--- src/design/node_pkg.sv ---
`default_nettype none

package node_pkg;

// ==================================================
// Widths and constants
// ==================================================

localparam REG_COUNT  = 8;
localparam REG_IDX_W  = 3;
localparam RAM_ADDR_W = 8;

typedef logic [REG_IDX_W-1:0]  reg_idx_t;
typedef logic [7:0]            byte_t;
typedef logic [31:0]           word_t;
typedef logic [RAM_ADDR_W-1:0] pc_t;
// Upper 8 bits pick the word and lower 2 bits the byte lane
typedef logic [9:0]            data_addr_t;

// TRUTH always shifts into the top register
localparam reg_idx_t TRUTH_REG = reg_idx_t'(REG_COUNT - 1);

typedef struct packed {
    logic [3:0] row;
    logic [3:0] col;
} node_id_t;

// ==================================================
// Instruction encoding
// ==================================================

typedef enum logic [2:0] {
    OP_PAUSE   = 3'd0,
    OP_TRUTH   = 3'd1,
    OP_SHUFFLE = 3'd2,
    OP_LOAD    = 3'd3,
    OP_STORE   = 3'd4,
    OP_SEND    = 3'd5
} opcode_e;

// Every form keeps its first register index at the same bits
typedef struct packed {
    reg_idx_t        src_a;
    reg_idx_t        src_b;
    reg_idx_t        src_c;
    logic [2:0][2:0] sel;
    byte_t           lut;
    logic [2:0]      pad;
} truth_t;

typedef struct packed {
    reg_idx_t        src_a;
    logic [7:0][2:0] sel;
    logic [1:0]      pad;
} shuffle_t;

// LOAD target, STORE and SEND source
typedef struct packed {
    reg_idx_t   data_reg;
    data_addr_t addr;
    node_id_t   node;
    logic [7:0] pad;
} memory_t;

typedef struct packed {
    logic        idle;
    logic        pc0;
    logic [26:0] pad;
} pause_t;

typedef union packed {
    truth_t   truth;
    shuffle_t shuffle;
    memory_t  mem;
    pause_t   pause;
} instr_body_t;

typedef struct packed {
    opcode_e     op;
    instr_body_t body;
} instr_t;

// ==================================================
// Stage links
// ==================================================

typedef struct packed {
    node_id_t   node;
    data_addr_t addr;
    byte_t      data;
} node_msg_t;

typedef struct packed {
    word_t word;
    pc_t   pc;
} fetch_t;

typedef struct packed {
    // One-hot operation flags since PAUSE never leaves decode
    logic        is_truth;
    logic        is_shuffle;
    logic        is_load;
    logic        is_store;
    logic        is_send;
    reg_idx_t    idx_a;
    reg_idx_t    idx_b;
    reg_idx_t    idx_c;
    byte_t       val_a;
    byte_t       val_b;
    byte_t       val_c;
    byte_t       val_7;
    reg_idx_t    tgt;
    data_addr_t  addr;
    // Bit selects, LUT and send target
    instr_body_t body;
} decode_t;

typedef struct packed {
    logic       wr_en;
    // Write-back from RAM read data rather than the result
    logic       wr_load;
    reg_idx_t   tgt;
    byte_t      val;
    logic [1:0] lane;
    logic       send;
    node_msg_t  msg;
} commit_t;

endpackage : node_pkg

`default_nettype wire

--- src/design/node_commit.sv ---
`timescale 1ns/10ps
`default_nettype none

module node_commit
import node_pkg::*;
(
      input  logic      i_clk
    , input  logic      i_rst
    // From execute
    , input  commit_t   i_cmt
    , input  logic      i_cmt_valid
    , output logic      o_cmt_ready
    , input  word_t     i_data_rd_data
    // Read ports for decode
    , input  reg_idx_t  i_rd_idx_a
    , input  reg_idx_t  i_rd_idx_b
    , input  reg_idx_t  i_rd_idx_c
    , output byte_t     o_rd_val_a
    , output byte_t     o_rd_val_b
    , output byte_t     o_rd_val_c
    , output byte_t     o_rd_val_7
    // Write-back, also forwarded to execute
    , output logic      o_wr_en
    , output reg_idx_t  o_wr_tgt
    , output byte_t     o_wr_val
    // Outbound messages
    , output node_msg_t o_msg
    , output logic      o_msg_valid
    , input  logic      i_msg_ready
);

byte_t regs_q [REG_COUNT];
byte_t ld_byte;

// Only a waiting SEND holds the pipe
assign o_cmt_ready = !(i_cmt_valid && i_cmt.send) || i_msg_ready;

// Read data arrives in the cycle the LOAD sits here
assign ld_byte = i_data_rd_data[{i_cmt.lane, 3'b000} +: 8];

assign o_wr_en  = i_cmt_valid && o_cmt_ready && i_cmt.wr_en;
assign o_wr_tgt = i_cmt.tgt;
assign o_wr_val = i_cmt.wr_load ? ld_byte : i_cmt.val;

// Write-through bypass
assign o_rd_val_a = (o_wr_en && o_wr_tgt == i_rd_idx_a) ? o_wr_val : regs_q[i_rd_idx_a];
assign o_rd_val_b = (o_wr_en && o_wr_tgt == i_rd_idx_b) ? o_wr_val : regs_q[i_rd_idx_b];
assign o_rd_val_c = (o_wr_en && o_wr_tgt == i_rd_idx_c) ? o_wr_val : regs_q[i_rd_idx_c];
assign o_rd_val_7 = (o_wr_en && o_wr_tgt == TRUTH_REG) ? o_wr_val : regs_q[TRUTH_REG];

always_ff @(posedge i_clk) begin
    if (i_rst) begin
        for (int idx = 0; idx < REG_COUNT; idx++) begin
            regs_q[idx] <= '0;
        end
    end else if (o_wr_en) begin
        regs_q[o_wr_tgt] <= o_wr_val;
    end
end

assign o_msg       = i_cmt.msg;
assign o_msg_valid = i_cmt_valid && i_cmt.send;

// Execute must hold its record while the message waits
commit_msg_stable : assert property (
    @(posedge i_clk) disable iff (i_rst)
    (o_msg_valid && !i_msg_ready) |=> (o_msg_valid && $stable(o_msg))
);

endmodule : node_commit

`default_nettype wire

--- config.mk ---
export PLATFORM = sky130hd
export DESIGN_NAME = node_commit
export DESIGN_NICKNAME = d
export VERILOG_FILES = /design/src/design/node_pkg.sv /design/src/design/node_commit.sv
export SDC_FILE = /design/constraint.sdc
export NUM_CORES = 1
export LEC_CHECK = 0
export BUFFER_PORTS_ARGS = -buffer_cell sky130_fd_sc_hd__buf_2
export CORE_ASPECT_RATIO = 2
export CORE_UTILIZATION = 52
export DETAILED_ROUTE_END_ITERATION = 7
export GPL_ROUTABILITY_DRIVEN = 0
export PLACE_DENSITY_LB_ADDON = 0.05
export SLEW_MARGIN = 20
export SYNTH_ARGS = -nofsm -noshare
export SYNTH_HDL_FRONTEND = slang
export SYNTH_SLANG_ARGS = --single-unit
--- constraint.sdc ---
create_clock -name i_clk -period 2.4 [get_ports i_clk]
set_input_delay 0.48 -clock i_clk [delete_from_list [all_inputs] [get_ports i_clk]]
set_output_delay 0.48 -clock i_clk [all_outputs]
set_load 0.02 [all_outputs]
==> results.tsv <==
metric	value	unit
status	finished, violations left	
violations	design-rule violations	
cts.repair.resized	0	
syn_nets	470	
core	0.00932	mm^2
crit_arrival	1.83	ns
finalCritPeriodShare	96.1	%
placed_cell_area	0.00553	mm^2
largest_reg_flops	64	
maxSlewHeadroom	69.3	%
syn_avg_cell_area	12.9	um^2
ys_ff_latch	64	
end_kind	output port	
area.growth.synth_to_final	17.4	%
grt_pass1_wl	19100	um
synth_top_family_by_area	multiplexers	
fin_ws	0.0938	ns
cts_buffers	9	
routedWlPerCell	21.2	um
crit_path_max_incr_delay	0.54	ns
drv_cap	0	
power_density	579	mW/mm^2
hp-class	in -> reg	
cts_setup_buffers	0	
syn_area	0.00494	mm^2
path_cells	buf_2 > buf_4 > mux4_1 > mux2i_1 > mux2i_1 > buf_2	
ys_types	29	
required	1.92	ns
grt_max_degree	18	
cpLargestDelayFamily	multiplexers	
holdPathStages	4	
drv_slew	0	
synth-simple-area-share	10.7	%
crit_cells	6	
synthCells	383	
yosys.area_share.xor_xnor	1.59	%
p_leak	2.57	nW
fp-row-count	50	
setup_violations	0	
cts_tree	built	
hold_viol_final	0	
fmax	434	MHz
async_flop_share	0	%
place_hpwl	10200	um
antenna_found_initial	0	
firstDrtPassIters	6	
setup.worst_path.class	in -> out	
synth_area_leaders	edfxtp_1 (39%), mux2i_1 (13%), mux4_2 (13%)	
clkSinkCount	64	
period_needed	2.31	ns
htree_levels	3	
peakVddDrop	0.561	mV
synth-edff-count	64	
worstMarginPinSlew	0.461	ns
cts_hold_buf	0	
final_area	0.00581	mm^2
cp_slowest_cell	mux4_1	
worst-path-max-fanout	8	
yosysTopAreaCell	edfxtp_1	
fill_cells	745	
grt.overflow.total	0	
synth_compound_area_share	3.16	%
synth-seq-area-share	38.9	%
top_regs	regs_q: 64 flops	
synth.mux.area_fraction	36.3	%
nets	567	
pin_count	159	
fin_tns_setup	0	ns
fin_cells	588	
cts.clk_slew.worst_paths	0.05	ns
drc	18	
yosysTopAreaCellShare	38.9	%
first_global_vias	3619	
clockRootBuffer	clkbuf_16	
drt.antenna.violating_nets	0	
wl	12500	um
via_count	3522	
pre_cts_slack	0.0859	ns
ys.flop_type	edfxtp_1	
place.port_buffers	106	
grt_usage	26.3	%
cts_buffer_depth	2	
die_y	140	um
path_buf_inv	3	
drt_iter0_drc	214	
place_inst	573	
viasPerCell	5.99	
die_area	0.00993	mm^2
start_kind	input port	
synth_commonest_cells	nor2_1 (73), edfxtp_1 (64), mux2i_1 (64)	
synth.most_common_cell	nor2_1	
start_util	53.0	%
top_register	regs_q	
final_util	62.3	%
yosys_warnings	0	
die_w	71.0	um
n_antenna_cell	0	
layout-drive-gt1-share	42.6	%
rsz0062_at_grt	false	
synthAdderAreaFrac	0	%
==> routing by layer <==
layer / track usage (%) / up-vias / routed length [um] / part of all wire (%)
li1: - / 1621 / - / -
met1: 28.0 / 1708 / 4440 / 36
met2: 49.2 / 173 / 6970 / 56
met3: 4.96 / 20 / 793 / 6.4
met4: 11.2 / 0 / 283 / 2.3
met5: 0 / - / 0 / 0
==> layout make-up <==
class / instances / area (um^2) / area share [%]
timing repair buffer: 146 / 881 / 15.2
multi-input combinational: 250 / 2560 / 44.1
clock inverter: 5 / 48.8 / 0.840
clock buffer: 10 / 229 / 3.94
sequential: 64 / 1920 / 33.1
tap: 104 / 130 / 2.24
inverter: 9 / 33.8 / 0.582
==> report_power, final <==
group,internal [mW],switching [mW]
combinational,0.370,0.430
sequential,1.30,0.0548
clock,0.786,0.423
==> path summary, 6_finish.rpt <==
kind,startpoint,end,slack [ns]
max,i_rd_idx_c[0],o_rd_val_c[0],0.09
min,i_cmt[35],regs_q[7][6],0.69
==> logic make-up after synthesis <==
kind of cell / count (synthesis)
mux: 112
xor+xnor: 9
simple gates: 105
buf+inv: 69
compound gates: 24
flops: 64
==> stage by stage <==
| stage | power (mW) | hold WS, ns |
|---|---|---|
| after detailed placement | 2.18 | 0.960 |
| final | 3.36 | 0.687 |
| after CTS | 3.38 | 0.683 |
| after global routing | 3.49 | 0.699 |
| after global placement | 2.16 | 0.960 |
| after floorplan | 1.97 | 0.880 |
==> placed cells by master, fill, tap and decap left out, types with 5 or more instances in the layout <==
cell type,n
buf_2,106
nor2_1,73
mux2i_1,64
edfxtp_1,64
buf_4,36
mux4_2,28
mux4_1,20
inv_1,9
nand2b_1,9
a21oi_1,9
xnor2_1,9
clkbuf_16,9
o22ai_1,8
a21oi_2,7
nand2_1,5
==> worst min-delay path: stages <==
cell and delay, ns:
buf_2 0.08, a21oi_1 0.05, buf_4 0.18, nor2_1 0.10
Power figures use the tool's default switching activity.
