===== src/design/node_pkg.sv =====
`default_nettype none

package node_pkg;

// ==================================================
// Widths and constants
// ==================================================

localparam REG_COUNT  = 8;
localparam REG_IDX_W  = 3;
localparam RAM_ADDR_W = 8;

typedef logic [REG_IDX_W-1:0]  reg_idx_t;
typedef logic [7:0]            byte_t;
typedef logic [31:0]           word_t;
typedef logic [RAM_ADDR_W-1:0] pc_t;
// Upper 8 bits pick the word and lower 2 bits the byte lane
typedef logic [9:0]            data_addr_t;

// TRUTH always shifts into the top register
localparam reg_idx_t TRUTH_REG = reg_idx_t'(REG_COUNT - 1);

typedef struct packed {
    logic [3:0] row;
    logic [3:0] col;
} node_id_t;

// ==================================================
// Instruction encoding
// ==================================================

typedef enum logic [2:0] {
    OP_PAUSE   = 3'd0,
    OP_TRUTH   = 3'd1,
    OP_SHUFFLE = 3'd2,
    OP_LOAD    = 3'd3,
    OP_STORE   = 3'd4,
    OP_SEND    = 3'd5
} opcode_e;

// Every form keeps its first register index at the same bits
typedef struct packed {
    reg_idx_t        src_a;
    reg_idx_t        src_b;
    reg_idx_t        src_c;
    logic [2:0][2:0] sel;
    byte_t           lut;
    logic [2:0]      pad;
} truth_t;

typedef struct packed {
    reg_idx_t        src_a;
    logic [7:0][2:0] sel;
    logic [1:0]      pad;
} shuffle_t;

// LOAD target, STORE and SEND source
typedef struct packed {
    reg_idx_t   data_reg;
    data_addr_t addr;
    node_id_t   node;
    logic [7:0] pad;
} memory_t;

typedef struct packed {
    logic        idle;
    logic        pc0;
    logic [26:0] pad;
} pause_t;

typedef union packed {
    truth_t   truth;
    shuffle_t shuffle;
    memory_t  mem;
    pause_t   pause;
} instr_body_t;

typedef struct packed {
    opcode_e     op;
    instr_body_t body;
} instr_t;

// ==================================================
// Stage links
// ==================================================

typedef struct packed {
    node_id_t   node;
    data_addr_t addr;
    byte_t      data;
} node_msg_t;

typedef struct packed {
    word_t word;
    pc_t   pc;
} fetch_t;

typedef struct packed {
    // One-hot operation flags since PAUSE never leaves decode
    logic        is_truth;
    logic        is_shuffle;
    logic        is_load;
    logic        is_store;
    logic        is_send;
    reg_idx_t    idx_a;
    reg_idx_t    idx_b;
    reg_idx_t    idx_c;
    byte_t       val_a;
    byte_t       val_b;
    byte_t       val_c;
    byte_t       val_7;
    reg_idx_t    tgt;
    data_addr_t  addr;
    // Bit selects, LUT and send target
    instr_body_t body;
} decode_t;

typedef struct packed {
    logic       wr_en;
    // Write-back from RAM read data rather than the result
    logic       wr_load;
    reg_idx_t   tgt;
    byte_t      val;
    logic [1:0] lane;
    logic       send;
    node_msg_t  msg;
} commit_t;

endpackage : node_pkg

`default_nettype wire


===== src/design/node_execute.sv =====
`timescale 1ns/10ps
`default_nettype none

module node_execute
import node_pkg::*;
(
      input  logic                  i_clk
    , input  logic                  i_rst
    // From decode
    , input  decode_t               i_dec
    , input  logic                  i_dec_valid
    , output logic                  o_dec_ready
    // Write-back forwarded from commit
    , input  logic                  i_cmt_wr_en
    , input  reg_idx_t              i_cmt_tgt
    , input  byte_t                 i_cmt_val
    // Data RAM
    , output logic [RAM_ADDR_W-1:0] o_data_addr
    , output logic                  o_data_wr_en
    , output logic [3:0]            o_data_wr_strb
    , output word_t                 o_data_wr_data
    , output logic                  o_data_rd_en
    // To commit
    , output commit_t               o_cmt
    , output logic                  o_cmt_valid
    , input  logic                  i_cmt_ready
);

byte_t      val_a;
byte_t      val_b;
byte_t      val_c;
byte_t      val_7;
logic [2:0] truth_idx;
byte_t      res_truth;
byte_t      res_shuffle;
commit_t    cmt_d;
commit_t    cmt_q;
logic       cmt_valid_q;

// ==================================================
// Operand forwarding
// ==================================================

// Commit holds the instruction just ahead of this one
assign val_a = (i_cmt_wr_en && i_cmt_tgt == i_dec.idx_a) ? i_cmt_val : i_dec.val_a;
assign val_b = (i_cmt_wr_en && i_cmt_tgt == i_dec.idx_b) ? i_cmt_val : i_dec.val_b;
assign val_c = (i_cmt_wr_en && i_cmt_tgt == i_dec.idx_c) ? i_cmt_val : i_dec.val_c;
assign val_7 = (i_cmt_wr_en && i_cmt_tgt == TRUTH_REG) ? i_cmt_val : i_dec.val_7;

// ==================================================
// TRUTH and SHUFFLE
// ==================================================

// One picked bit per operand forms the LUT index
assign truth_idx = {
    val_c[i_dec.body.truth.sel[2]],
    val_b[i_dec.body.truth.sel[1]],
    val_a[i_dec.body.truth.sel[0]]
};
assign res_truth = {val_7[6:0], i_dec.body.truth.lut[truth_idx]};

always_comb begin
    for (int n = 0; n < 8; n++) begin
        res_shuffle[n] = val_a[i_dec.body.shuffle.sel[n]];
    end
end

// ==================================================
// Data RAM access
// ==================================================

assign o_dec_ready    = !cmt_valid_q || i_cmt_ready;
assign o_data_addr    = i_dec.addr[9:2];
// Held LOAD reads again while STORE writes only on transfer
assign o_data_rd_en   = i_dec_valid && i_dec.is_load;
assign o_data_wr_en   = i_dec_valid && i_dec.is_store && o_dec_ready;
assign o_data_wr_strb = 4'b0001 << i_dec.addr[1:0];
assign o_data_wr_data = {4{val_a}};

// Commit record
always_comb begin
    cmt_d.wr_en     = i_dec.is_truth || i_dec.is_shuffle || i_dec.is_load;
    cmt_d.wr_load   = i_dec.is_load;
    cmt_d.tgt       = i_dec.tgt;
    cmt_d.val       = i_dec.is_truth ? res_truth : res_shuffle;
    cmt_d.lane      = i_dec.addr[1:0];
    cmt_d.send      = i_dec.is_send;
    cmt_d.msg.node  = i_dec.body.mem.node;
    cmt_d.msg.addr  = i_dec.addr;
    cmt_d.msg.data  = val_a;
end

always_ff @(posedge i_clk) begin
    if (i_rst) begin
        cmt_valid_q <= 1'b0;
    end else if (o_dec_ready) begin
        cmt_valid_q <= i_dec_valid;
    end
end

// Held under stall so a waiting message stays put
always_ff @(posedge i_clk) begin
    if (o_dec_ready) begin
        cmt_q <= cmt_d;
    end
end

assign o_cmt       = cmt_q;
assign o_cmt_valid = cmt_valid_q;

endmodule : node_execute

`default_nettype wire


===== config.mk =====
export PLATFORM = sky130hd
export DESIGN_NAME = node_execute
export DESIGN_NICKNAME = d
export VERILOG_FILES = /design/src/design/node_pkg.sv /design/src/design/node_execute.sv
export SDC_FILE = /design/constraint.sdc
export NUM_CORES = 1
export LEC_CHECK = 0
export BUFFER_PORTS_ARGS = -buffer_cell sky130_fd_sc_hd__clkbuf_2
export CAP_MARGIN = 10
export CELL_PAD_IN_SITES_DETAIL_PLACEMENT = 0
export CELL_PAD_IN_SITES_GLOBAL_PLACEMENT = 2
export CORE_MARGIN = 2
export CORE_UTILIZATION = 24
export DETAILED_ROUTE_END_ITERATION = 16
export GPL_ROUTABILITY_DRIVEN = 0
export PLACE_DENSITY = 0.88
export SYNTH_ARGS = -nofsm -noshare
export SYNTH_HDL_FRONTEND = slang
export SYNTH_SLANG_ARGS = --single-unit

===== constraint.sdc =====
create_clock -name i_clk -period 2.7 [get_ports i_clk]
set_input_delay 0.54 -clock i_clk [delete_from_list [all_inputs] [get_ports i_clk]]
set_output_delay 0.54 -clock i_clk [all_outputs]
set_load 0.02 [all_outputs]

==> results.txt <==
* Run status: completed
- The first TritonRoute pass finished after 4 iterations.
- CP Max Fanout: 11
- Syn Nets: ~330
- Post-Place Worst Slack: -0.182 ns
- Area of the mapped netlist: roughly 2900 um2
* Setup Viol. Count Final: 0
- For this run, the number of Yosys warnings is 0.
* Worst Setup Slack, final: approximately 0.023 ns
* Vertical die dimension: about 110 um
* Number of cell rows: 40
- Worst-case clock buffer depth: 2
- STA puts the critical path data arrival time at 2.14 ns.
* Per-cell via count in the routed design: roughly 4.5
- In this run the remaining antenna-violating nets after routing total 0.
- Unique cell type count in the Yosys netlist: 38
- After Yosys synthesis, full adders, half adders and majority gates account for 0% of the synthesized area.
* Synthesized-area fraction occupied by and/or/nand/nor cells: around 7.7%
* Largest vdd supply drop: 0.000198 V
- STA classifies the critical path endpoint as an output pin.
* Share of the clock period used by the worst path after layout: between 90% and 100%
- The net count of the finished layout is between 400 and 500.
- Count of max-cap constraint violations: 0
- After clock tree synthesis, the clock-pin slew on the worst setup and hold paths is approximately 0.050 ns.
* Worst hold slack: approximately 0.42 ns
* Number of standard cells in the layout, taps in and fillers out: between 500 and 600
* Number of flip-flops and latches in the synthesized netlist: 41
* Initial core utilization: 24.4%
- STA classifies the critical path startpoint as a primary input.
- Total wire length: 8610 um
- Count of routing violations after the opening detailed-route iteration: 120
* Power consumption: 1.93 mW
* R2r startpoint: o_cmt_valid$_SDFFE_PP0P_
* Cells after synthesis: 230
- Derived from the worst setup path, the maximum achievable clock frequency is between 300 and 400 MHz.
- By area, the combinational part of the netlist is dominated by multiplexers.
- Setup repair after global routing could not meet its margin everywhere.
* Mapped Avg Cell Area: around 13 um2
- Overflow left after global routing: 0
* Largest area contributor in the synthesized netlist: edfxtp_1
- Total clock buffers created by CTS: 5
- CTS sink count: 41
- Critical Path RT: 2.16 ns
- After floorplanning, the core was sized to cover ~12000 um2.
- The first global-routing pass estimated about 12000 um of wire.
* Remaining max-slew budget at the tightest pin: a little over three fifths
- Ys flop type: edfxtp_1
* Part of the Yosys area used for sequential elements: around two fifths
* Number of I/O port buffers: roughly 190
* Layout overhead on the synthesized area: 34.5%
* Setup repair bufs after CTS: 0
- Worst hold path type: in2reg
- FFs w/ async S/R, synth: 0%
- Area share of the largest cell type after synthesis: 41.3%
- By area the synthesized netlist is led by edfxtp_1 41%, mux2i_1 15%, mux4_2 12%, buf_4 11%, xnor2_1 2.7%.
- Leak pwr: roughly 1.9 nW
* Detailed-route DRC error count: 0
- Counting I/O delays and the setup requirement, the final critical path takes around 2.7 ns.
- Entering global routing, the biggest net connects 25 pins.
- Post-DP HPWL: slightly above 7000 um
- Source of the critical timing path: i_cmt_tgt[2]
* Die Outline Area: around 13000 um2
- The number of max-slew violations in the final report is 0.
- Routed length per placed instance: 16.2 um
- Fraction of layout instances using a drive strength above 1: about three fifths
- In this run the power density over the cells is between 400 and 500 nW/um2.
- Hold violation count in the final report: 0
- In this run the horizontal extent of the chip is between 100 and 150 um.
* Clock skew: 0.00755 ns
- Via count of the routed design: about 2.4k
- Cts hold-fix bufs: 0
- Boundary pin count: a little under 200
- Vias in the first global route: approximately 2.3k
* Path type of the worst setup path: in2out
- Clock latency of the later-clocked register in the worst-skew pair: approximately 0.28 ns
- Global-route usage over all layers: around an eighth
- The number of antenna violations at the first check in global routing is 0.
* Synthesized-area fraction occupied by xor and xnor cells: between 2 and 3%
- The H-tree was split into 2 levels.
- Share of synthesized area spent on multiplexers: 29.5%
- Number of antenna cells inserted: 0
- CTS tree: built
- Compound-cell area share of the yosys netlist: just over 4%
- For the pin with the worst max-slew slack, the measured transition is about 0.55 ns.
- Sorting the synthesized cells by how often they occur yields 45 x mux2i_1, 44 x buf_4, 40 x edfxtp_1.
* Post-synth EDFFs: 40
* Post-Route Utilization: ~33%
* Cell Count Post-Placement: approximately 520
* Clk root buf: clkbuf_16
- The most common cell in the synthesized netlist is mux2i_1.
* Worst hold path startpoint: i_rst
- Counting the fill cells in the layout gives about 1.2k.
-- path summary, 6_finish.rpt --
| path | depth (start not counted) | endpoint | slack (ns) |
|---|---|---|---|
| max | 7 | o_data_wr_data[26] | 0.02 |
| min | 2 | o_cmt_valid$_SDFFE_PP0P_ | 0.42 |
| max reg2reg | 2 | o_cmt[15]$_DFFE_PP_ | 1.68 |
| min reg2reg | 3 | o_cmt_valid$_SDFFE_PP0P_ | 0.81 |
-- metal layers --
layer | global-route usage (%) | wire length, um | up-vias
li1 | - | - | 1140
met3 | 3.07 | 703 | 8
met2 | 23.5 | 4320 | 133
met4 | 4.15 | 113 | 0
met5 | 0 | 0 | -
met1 | 14.3 | 3470 | 1124
-- flip-flops by register name (all words and copies together) (netlist names) --
signal,cells
o_cmt_valid,1
o_cmt,40
-- layout by cell type (no fill, tap or decap), types with 7 or more instances in the layout --
cell type	n
nand2_1	8
clkbuf_2	187
mux2i_1	40
mux4_2	16
inv_1	12
xnor2_1	9
buf_4	7
edfxtp_1	40
-- where the power goes --
part / internal [mW] / switching, mW / leakage [nW] / total [mW]
sequential: 0.761 / 0.0142 / 0.422 / 0.776
combinational: 0.249 / 0.348 / 1.43 / 0.597
clock: 0.339 / 0.223 / 0.0706 / 0.562
total: 1.35 / 0.585 / 1.92 / 1.93
-- kinds of logic (layout without fill, tap and decap cells) --
group | count (synthesis) | in the layout
buffers and inverters | 62 | 216
muxes | 65 | 65
and+or+nand+nor | 36 | 36
DFF | 41 | 41
AOI/OAI and AO/OA | 17 | 17
xor gates and xnor gates | 9 | 9
-- worst max-delay path, stage by stage --
cell and delay (ns):
clkbuf_2 0.13, xnor2_1 0.22, nand4_2 0.15, buf_12 0.18, mux2i_2 0.47, inv_1 0.22
clkbuf_2 0.21
-- through the flow --
stage                     cell area (um2)  TNS (ns)
after floorplan                      2910         0
after global placement               3740     -1.69
after detailed placement             3740     -3.19
after CTS                            3900         0
after global routing                 3910     -1.72
final                                3910         0
-- final cells by class --
type                            count  area (um2)  area share, %
Clock inverter                      2        10.0          0.256
Tap cell                          147         184           4.70
Timing Repair Buffer              195        1010           25.8
Sequential cell                    41        1220           31.2
Inverter                           13        50.0           1.28
Multi-Input combinational cell    127        1310           33.4
Clock buffer                        6         129           3.30
-- timing repair --
action / in CTS / in global routing
pin swaps: 0 / 0
gates resized for setup: 5 / 1
cloned: 0 / 0
endpoints found under the setup margin: 20 / 24
(Power assumes the default switching activity.)
