File: config.mk
export PLATFORM = sky130hd
export DESIGN_NAME = node_decode
export DESIGN_NICKNAME = d
export VERILOG_FILES = /design/src/design/node_pkg.sv /design/src/design/node_decode.sv
export SDC_FILE = /design/constraint.sdc
export NUM_CORES = 1
export LEC_CHECK = 0
export ABC_AREA = 1
export BUFFER_PORTS_ARGS = -buffer_cell sky130_fd_sc_hd__buf_2
export CORE_MARGIN = 3
export CORE_UTILIZATION = 40
export CTS_CLUSTER_SIZE = 30
export DETAILED_ROUTE_END_ITERATION = 7
export HOLD_SLACK_MARGIN = 0.12
export PLACE_DENSITY = 0.75
export SLEW_MARGIN = 20
export SYNTH_ARGS = -nofsm -noshare
export SYNTH_HDL_FRONTEND = slang
export SYNTH_SLANG_ARGS = --single-unit
File: constraint.sdc
create_clock -name i_clk -period 7.5 [get_ports i_clk]
set_input_delay 0.375 -clock i_clk [delete_from_list [all_inputs] [get_ports i_clk]]
set_output_delay 0.375 -clock i_clk [all_outputs]
set_load 0.03 [all_outputs]
File: src/design/node_pkg.sv
`default_nettype none

package node_pkg;

// ==================================================
// Widths and constants
// ==================================================

localparam REG_COUNT  = 8;
localparam REG_IDX_W  = 3;
localparam RAM_ADDR_W = 8;

typedef logic [REG_IDX_W-1:0]  reg_idx_t;
typedef logic [7:0]            byte_t;
typedef logic [31:0]           word_t;
typedef logic [RAM_ADDR_W-1:0] pc_t;
// Upper 8 bits pick the word and lower 2 bits the byte lane
typedef logic [9:0]            data_addr_t;

// TRUTH always shifts into the top register
localparam reg_idx_t TRUTH_REG = reg_idx_t'(REG_COUNT - 1);

typedef struct packed {
    logic [3:0] row;
    logic [3:0] col;
} node_id_t;

// ==================================================
// Instruction encoding
// ==================================================

typedef enum logic [2:0] {
    OP_PAUSE   = 3'd0,
    OP_TRUTH   = 3'd1,
    OP_SHUFFLE = 3'd2,
    OP_LOAD    = 3'd3,
    OP_STORE   = 3'd4,
    OP_SEND    = 3'd5
} opcode_e;

// Every form keeps its first register index at the same bits
typedef struct packed {
    reg_idx_t        src_a;
    reg_idx_t        src_b;
    reg_idx_t        src_c;
    logic [2:0][2:0] sel;
    byte_t           lut;
    logic [2:0]      pad;
} truth_t;

typedef struct packed {
    reg_idx_t        src_a;
    logic [7:0][2:0] sel;
    logic [1:0]      pad;
} shuffle_t;

// LOAD target, STORE and SEND source
typedef struct packed {
    reg_idx_t   data_reg;
    data_addr_t addr;
    node_id_t   node;
    logic [7:0] pad;
} memory_t;

typedef struct packed {
    logic        idle;
    logic        pc0;
    logic [26:0] pad;
} pause_t;

typedef union packed {
    truth_t   truth;
    shuffle_t shuffle;
    memory_t  mem;
    pause_t   pause;
} instr_body_t;

typedef struct packed {
    opcode_e     op;
    instr_body_t body;
} instr_t;

// ==================================================
// Stage links
// ==================================================

typedef struct packed {
    node_id_t   node;
    data_addr_t addr;
    byte_t      data;
} node_msg_t;

typedef struct packed {
    word_t word;
    pc_t   pc;
} fetch_t;

typedef struct packed {
    // One-hot operation flags since PAUSE never leaves decode
    logic        is_truth;
    logic        is_shuffle;
    logic        is_load;
    logic        is_store;
    logic        is_send;
    reg_idx_t    idx_a;
    reg_idx_t    idx_b;
    reg_idx_t    idx_c;
    byte_t       val_a;
    byte_t       val_b;
    byte_t       val_c;
    byte_t       val_7;
    reg_idx_t    tgt;
    data_addr_t  addr;
    // Bit selects, LUT and send target
    instr_body_t body;
} decode_t;

typedef struct packed {
    logic       wr_en;
    // Write-back from RAM read data rather than the result
    logic       wr_load;
    reg_idx_t   tgt;
    byte_t      val;
    logic [1:0] lane;
    logic       send;
    node_msg_t  msg;
} commit_t;

endpackage : node_pkg

`default_nettype wire

File: src/design/node_decode.sv
`timescale 1ns/10ps
`default_nettype none

module node_decode
import node_pkg::*;
(
      input  logic     i_clk
    , input  logic     i_rst
    // From fetch
    , input  fetch_t   i_fetch
    , input  logic     i_fetch_valid
    , output logic     o_fetch_ready
    // Register file read ports
    , output reg_idx_t o_rd_idx_a
    , output reg_idx_t o_rd_idx_b
    , output reg_idx_t o_rd_idx_c
    , input  byte_t    i_rd_val_a
    , input  byte_t    i_rd_val_b
    , input  byte_t    i_rd_val_c
    , input  byte_t    i_rd_val_7
    // Pause to fetch
    , output logic     o_pause
    , output logic     o_pause_idle
    , output logic     o_pause_pc0
    , output pc_t      o_pause_pc
    // To execute
    , output decode_t  o_dec
    , output logic     o_dec_valid
    , input  logic     i_dec_ready
);

instr_t  ins;
logic    is_pause;
decode_t dec_d;
decode_t dec_q;
logic    dec_valid_q;
logic    pause_q;
logic    pause_idle_q;
logic    pause_pc0_q;
pc_t     pause_pc_q;

assign ins      = instr_t'(i_fetch.word);
assign is_pause = (ins.op == OP_PAUSE);

// Same bits hold the first register in every form
assign o_rd_idx_a = ins.body.truth.src_a;
assign o_rd_idx_b = ins.body.truth.src_b;
assign o_rd_idx_c = ins.body.truth.src_c;

always_comb begin
    dec_d.is_truth   = (ins.op == OP_TRUTH);
    dec_d.is_shuffle = (ins.op == OP_SHUFFLE);
    dec_d.is_load    = (ins.op == OP_LOAD);
    dec_d.is_store   = (ins.op == OP_STORE);
    dec_d.is_send    = (ins.op == OP_SEND);
    dec_d.idx_a      = o_rd_idx_a;
    dec_d.idx_b      = o_rd_idx_b;
    dec_d.idx_c      = o_rd_idx_c;
    dec_d.val_a      = i_rd_val_a;
    dec_d.val_b      = i_rd_val_b;
    dec_d.val_c      = i_rd_val_c;
    dec_d.val_7      = i_rd_val_7;
    // SHUFFLE and LOAD write back to their first register
    dec_d.tgt        = dec_d.is_truth ? TRUTH_REG : ins.body.truth.src_a;
    dec_d.addr       = ins.body.mem.addr;
    dec_d.body       = ins.body;
end

// Stage slot is taken by either an operation or a pending PAUSE
assign o_fetch_ready = !(dec_valid_q || pause_q) || i_dec_ready;
assign o_pause       = pause_q && i_dec_ready;

// Word behind a leaving PAUSE is discarded
always_ff @(posedge i_clk) begin
    if (i_rst) begin
        dec_valid_q <= 1'b0;
        pause_q     <= 1'b0;
    end else if (o_fetch_ready) begin
        dec_valid_q <= i_fetch_valid && !is_pause && !pause_q;
        pause_q     <= i_fetch_valid && is_pause && !pause_q;
    end
end

always_ff @(posedge i_clk) begin
    if (o_fetch_ready) begin
        dec_q        <= dec_d;
        pause_idle_q <= ins.body.pause.idle;
        pause_pc0_q  <= ins.body.pause.pc0;
        pause_pc_q   <= i_fetch.pc;
    end
end

assign o_pause_idle = pause_idle_q;
assign o_pause_pc0  = pause_pc0_q;
assign o_pause_pc   = pause_pc_q;
assign o_dec        = dec_q;
assign o_dec_valid  = dec_valid_q;

decode_single_op : assert property (
    @(posedge i_clk) disable iff (i_rst)
    o_dec_valid |-> $onehot0({o_dec.is_truth, o_dec.is_shuffle, o_dec.is_load,
                              o_dec.is_store, o_dec.is_send})
);

endmodule : node_decode

`default_nettype wire

==> metrics.txt, run 1 <==
mean number of vias per cell 4.35; Worst setup SP type flip-flop; worst slew pin tran 0.800 ns; CTS Hold Buffers Added 0; largest cells by area after synthesis edfxtp_1 (85%), buf_4 (8.3%), dfxtp_1 (1.5%); Resize count post-CTS 0; final setup vio count 0; top_reg_cell synth edfxtp_1; ant diodes 0; Root Driver clkbuf_8; CTS clk-pin slew, worst paths 0.07 ns; top post-synthesis cells by count edfxtp_1 (77), buf_4 (30), inv_1 (5), nand2_1 (5), nor2_1 (5); TritonCTS buffer count 9; Worst Path Required 7.12 ns; Clock H-tree levels 3; total core area 0.00646 mm²; Yosys top cell area share 0.854; reg2reg setup slack 5.39 ns; floorplan row count 29; die width 88.3 µm; Final Power 1.02 mW; critical path class flip-flop to output pin; mux cell area share after synthesis 0; Die Ht 88.3 µm; VDD IR-drop max 0.163 mV; Tightest Hold Check Type primary input to flip-flop; synthesized area 0.00271 mm²; Placer Congestion 0.682; GRT Overall Usage 0.139; Simple-Gate Fraction of Synth Area 0.0342; critical path's slowest cell buf_4; largest net degree at the start of global routing 54; fin crit share 0.369; initial antenna violation count 0; EDFF count, synth 77; die area 0.00779 mm²; Compound-Gate Fraction of Synth Area 0.00370; Cells after Synth 137; library cells used by synthesis 13; total clock sinks 79; Yosys top cell by area edfxtp_1; DR iter-0 viols 45; XOR/XNOR Fraction of Synth Area 0; static leakage 1.74 nW; outcome completed; Synth async-reset ratio 0; antenna-violating nets left 0; cell with the most instances after synthesis edfxtp_1; max incr delay on CP 0.68 ns; PortBufs 185; first drt pass iteration count 3; Clock Skews 0.00502 ns; CP Max Fanout 53; largest family of logic cells by synthesized area buffers and inverters; Relative slew margins 0.465; Post-Syn Nets 213; Max Transition Viols Final 0; Max Freq 362 MHz; Clock Tree Buf Depth 2; HPWL Detailed 4.46 mm; DRC 0; global route total overflow 0; minimum clock period after layout 2.76 ns; Starting Density 0.419; WL/cell 14.9 µm; vias 1673; crit path DAT 2.39 ns; nets 380; CTS tree built; setup bufs post-CTS 0; synthesis warning total 0; area delta synth->final 37.5%; DRT Wirelength 5.75 mm; Hold Slack 0.206 ns; adder-cell share of the synthesized area 0; syn avg cell area 19.8 µm²; latest clock arrival within the worst-skew pair 0.33 ns; global-route wire length before repair 7.73 mm; setup tns final 0 ns; sequential area share after synthesis 0.869; unrepaired setup endpoints after global routing no; Critical Path Sink Type output pin; #FFs+latches synth 79; num ports 186; Final Hold Fails 0; worst path cell trace o21ai_4, buf_4, buf_2; PD cells 274 mW/mm²; vias in the first global route 1582; share of cells above drive strength 1 0.656; max_cap viols 0
-- per-stage QoR --
step | worst slack (ns) | std cells | utilization | area (µm²)
final | 4.74 | 385 | 0.576 | 3720
after global routing | 4.56 | 385 | 0.576 | 3720
after CTS | 4.66 | 385 | 0.576 | 3720
after detailed placement | 5.04 | 370 | 0.545 | 3520
after global placement | 5.13 | 370 | 0.545 | 3520
after floorplan | 0.379 | 137 | - | 2710
-- layout make-up --
type | count | area (µm²)
fill | 539 | 2740
sequential | 79 | 2350
tap | 77 | 96.3
timing repair buffer | 186 | 933
clock buffer | 9 | 124
inverter | 7 | 26.3
multi-input combinational | 21 | 114
clock inverter | 6 | 76.3
-- cell families after synthesis --
family	Yosys count
buffers and inverters	37
AO/OA/AOI/OAI	2
AND/OR/NAND/NOR	19
flip-flops	79
-- power breakdown --
group	leakage (nW)	switching (mW)	total, mW	internal (mW)
Clock	0.102	0.137	0.319	0.182
Combinational	0.818	0.124	0.169	0.0448
Sequential	0.819	0.00942	0.532	0.523
-- critical path: cells and delay by family, from the launching register on --
kind | cells | cell delay [ns]
compound gates | 1 | 0.67
buf+inv | 2 | 1.00
flops | 1 | 0.37
-- layer usage --
layer | share of wire | routed length, µm | GRT usage
met5 | 0 | 0 | 0
met1 | 0.34 | 1950 | 0.143
met3 | 0.11 | 656 | 0.0652
met2 | 0.53 | 3070 | 0.244
met4 | 0.013 | 75 | 0.0577
-- worst paths after layout --
path	startpoint	to	cells after the start
setup / recovery	pause_q$_SDFFE_PP0P_	o_fetch_ready	3
hold / removal	i_rst	o_dec_valid$_SDFFE_PP0P_	2
hold reg to reg	o_dec_valid$_SDFFE_PP0P_	o_dec_valid$_SDFFE_PP0P_	2
setup reg to reg	pause_q$_SDFFE_PP0P_	o_dec[57]$_DFFE_PP_	2
-- sequential cells by signal, indices dropped and copies added, names as in the netlist --
signal and cells:
pause_q 1, o_dec 69, o_pause_pc 8, o_dec_valid 1
-- cells in the final DEF, fill, tap and decap left out --
cell type,Yosys,routed
dfxtp_1,2,2
o21ai_4,0,1
nand2_1,5,5
edfxtp_1,77,77
buf_2,0,185
inv_2,2,2
nor3_1,4,4
nor2_1,5,5
nand3_2,1,1
inv_1,5,5
bufinv_16,0,2
buf_4,30,1
or2_0,1,1
clkbuf_8,0,9
clkinv_2,0,1
clkinv_1,0,3
a21oi_1,1,1
or2_1,3,3
Power figures use the tool's default switching activity.
==> run 2: changes to the inputs <==
--- a/config.mk
+++ b/config.mk
@@ -8,11 +8,11 @@
 export ABC_AREA = 1
 export BUFFER_PORTS_ARGS = -buffer_cell sky130_fd_sc_hd__buf_2
 export CORE_MARGIN = 3
-export CORE_UTILIZATION = 40
+export CORE_UTILIZATION = 37
 export CTS_CLUSTER_SIZE = 30
 export DETAILED_ROUTE_END_ITERATION = 7
 export HOLD_SLACK_MARGIN = 0.12
-export PLACE_DENSITY = 0.75
+export PLACE_DENSITY = 0.73
 export SLEW_MARGIN = 20
 export SYNTH_ARGS = -nofsm -noshare
 export SYNTH_HDL_FRONTEND = slang
==> constraint.sdc (replaced) <==
create_clock -name i_clk -period 2.4 [get_ports i_clk]
set_input_delay 0.12 -clock i_clk [delete_from_list [all_inputs] [get_ports i_clk]]
set_output_delay 0.12 -clock i_clk [all_outputs]
set_load 0.03 [all_outputs]
==> metrics.txt, run 2 (same netlist as run 1, synthesis figures left out) <==
largest net degree at the start of global routing 41 (was 54); max_cap viols 0 (unchanged); share of cells above drive strength 1 0.532 (was 0.656); Placer Congestion 0.690 (was 0.682); initial antenna violation count 0 (unchanged); Tightest Hold Check Type primary input to flip-flop (unchanged); most common cell after layout, fill and taps aside buf_2 (unchanged); area delta synth->final 66.3% (was 37.5%); HPWL Detailed 4.62 mm (was 4.46 mm); critical path class flip-flop to output pin (unchanged); worst path cell trace o21ai_4, buf_4, buf_2 (unchanged); Clock Tree Buf Depth 2 (unchanged); nets 456 (was 380); Resize count post-CTS 0 (unchanged); Critical Path Sink Type output pin (unchanged); TritonCTS buffer count 9 (unchanged); GRT Overall Usage 0.166 (was 0.139); max incr delay on CP 0.43 ns (was 0.68 ns); global route total overflow 0 (unchanged); static leakage 2.05 nW (was 1.74 nW); WL/cell 14.4 µm (was 14.9 µm); critical path's slowest cell buf_4 (unchanged); die area 0.00838 mm² (was 0.00779 mm²); total core area 0.00694 mm² (was 0.00646 mm²); DRC 0 (unchanged); mean number of vias per cell 4.14 (was 4.35); PD cells 723 mW/mm² (was 274 mW/mm²); Root Driver clkbuf_8 (unchanged); crit path DAT 1.59 ns (was 2.39 ns); vias in the first global route 2166 (was 1582); Clock H-tree levels 3 (unchanged); unrepaired setup endpoints after global routing no (unchanged); commonest non-fill, non-tap cells in the layout buf_2 (185), edfxtp_1 (77), dlygate4sd3_1 (75) (was buf_2 (185), edfxtp_1 (77), clkbuf_8 (9)); first drt pass iteration count 4 (was 3); Worst setup SP type flip-flop (unchanged); floorplan row count 30 (was 29); die width 91.5 µm (was 88.3 µm); latest clock arrival within the worst-skew pair 0.34 ns (was 0.33 ns); Clock Skews 0.00851 ns (was 0.00502 ns); CP Max Fanout 40 (was 53); CTS tree built (unchanged); total clock sinks 79 (unchanged); reg2reg setup slack 1.08 ns (was 5.39 ns); global-route wire length before repair 10.7 mm (was 7.73 mm); Starting Density 0.390 (was 0.419); DR iter-0 viols 58 (was 45); vias 1993 (was 1673); Max Transition Viols Final 0 (unchanged); Max Freq 583 MHz; Relative slew margins 0.678 (was 0.465); max reg flops 69 (unchanged); PortBufs 185 (unchanged); DRT Wirelength 6.93 mm (was 5.75 mm); Hold Slack 0.213 ns (was 0.206 ns); CTS clk-pin slew, worst paths 0.08 ns (was 0.07 ns); worst slew pin tran 0.483 ns (was 0.800 ns); fin crit share 0.714; num ports 186 (unchanged); outcome completed (unchanged); ant diodes 0 (unchanged); minimum clock period after layout 1.71 ns; Worst Path Required 2.28 ns (was 7.12 ns); Final Hold Fails 0 (unchanged); Die Ht 91.5 µm (was 88.3 µm); setup bufs post-CTS 0 (unchanged); setup tns final 0 ns (unchanged); antenna-violating nets left 0 (unchanged); VDD IR-drop max 0.397 mV (was 0.163 mV); final setup vio count 0 (unchanged)
==> run 2: worst max-delay path: cells and delay by family, from the launching register on <==
kind                   cells  cell delay (ns)
AO/OA/AOI/OAI              1             0.16
flip-flops                 1             0.36
buffers and inverters      2             0.72
==> run 2: final timing paths <==
kind | startpoint | end | depth (start not counted)
worst max-delay path | pause_q$_SDFFE_PP0P_ | o_fetch_ready | 3
worst min-delay path | i_dec_ready | pause_q$_SDFFE_PP0P_ | 5
worst max register to register | pause_q$_SDFFE_PP0P_ | o_dec[59]$_DFFE_PP_ | 2
worst min register to register | pause_q$_SDFFE_PP0P_ | pause_q$_SDFFE_PP0P_ | 2
==> run 2: layer usage <==
metal  routed length, µm  up-vias  GRT usage  part of all wire
met3                 697       11     0.0563              0.10
met1                2310      921      0.166              0.33
met4                  92        0     0.0678             0.013
met2                3830      111      0.309              0.55
li1                    -      950          -                 -
met5                   0        -          0                 0
==> run 2: per-stage QoR <==
stage	util	cell area (µm²)	power [mW]	cells	setup WS (ns)
finish	0.648	4500	3.25	481	0.686
global route	0.648	4500	3.38	481	0.578
CTS	0.648	4500	3.29	481	0.634
detailed placement	0.512	3550	2.23	390	1.02
global placement	0.512	3550	2.22	390	1.06
floorplan	-	2720	2.07	137	0.0958
==> run 2: repair_timing <==
action / 4_1_cts / 5_1_grt
endpoints found under the hold margin: 78 / 0
hold buffers: 75 / 0
setup endpoints to repair: 0 / 0
==> run 2: power breakdown <==
| group | switching (mW) | total [mW] | internal [mW] |
|---|---|---|---|
| registers | 0.0327 | 1.66 | 1.63 |
| clock network | 0.474 | 0.960 | 0.487 |
| logic | 0.409 | 0.630 | 0.221 |
==> run 2: final cells by class <==
cell class | instances | area, µm²
clock buffers | 10 | 128
clock inverters | 6 | 67.6
inverters | 7 | 26.3
repair buffers | 262 | 1690
fillers | 505 | 2440
flip-flops and latches | 79 | 2350
well taps | 96 | 120
multi-input cells | 21 | 114
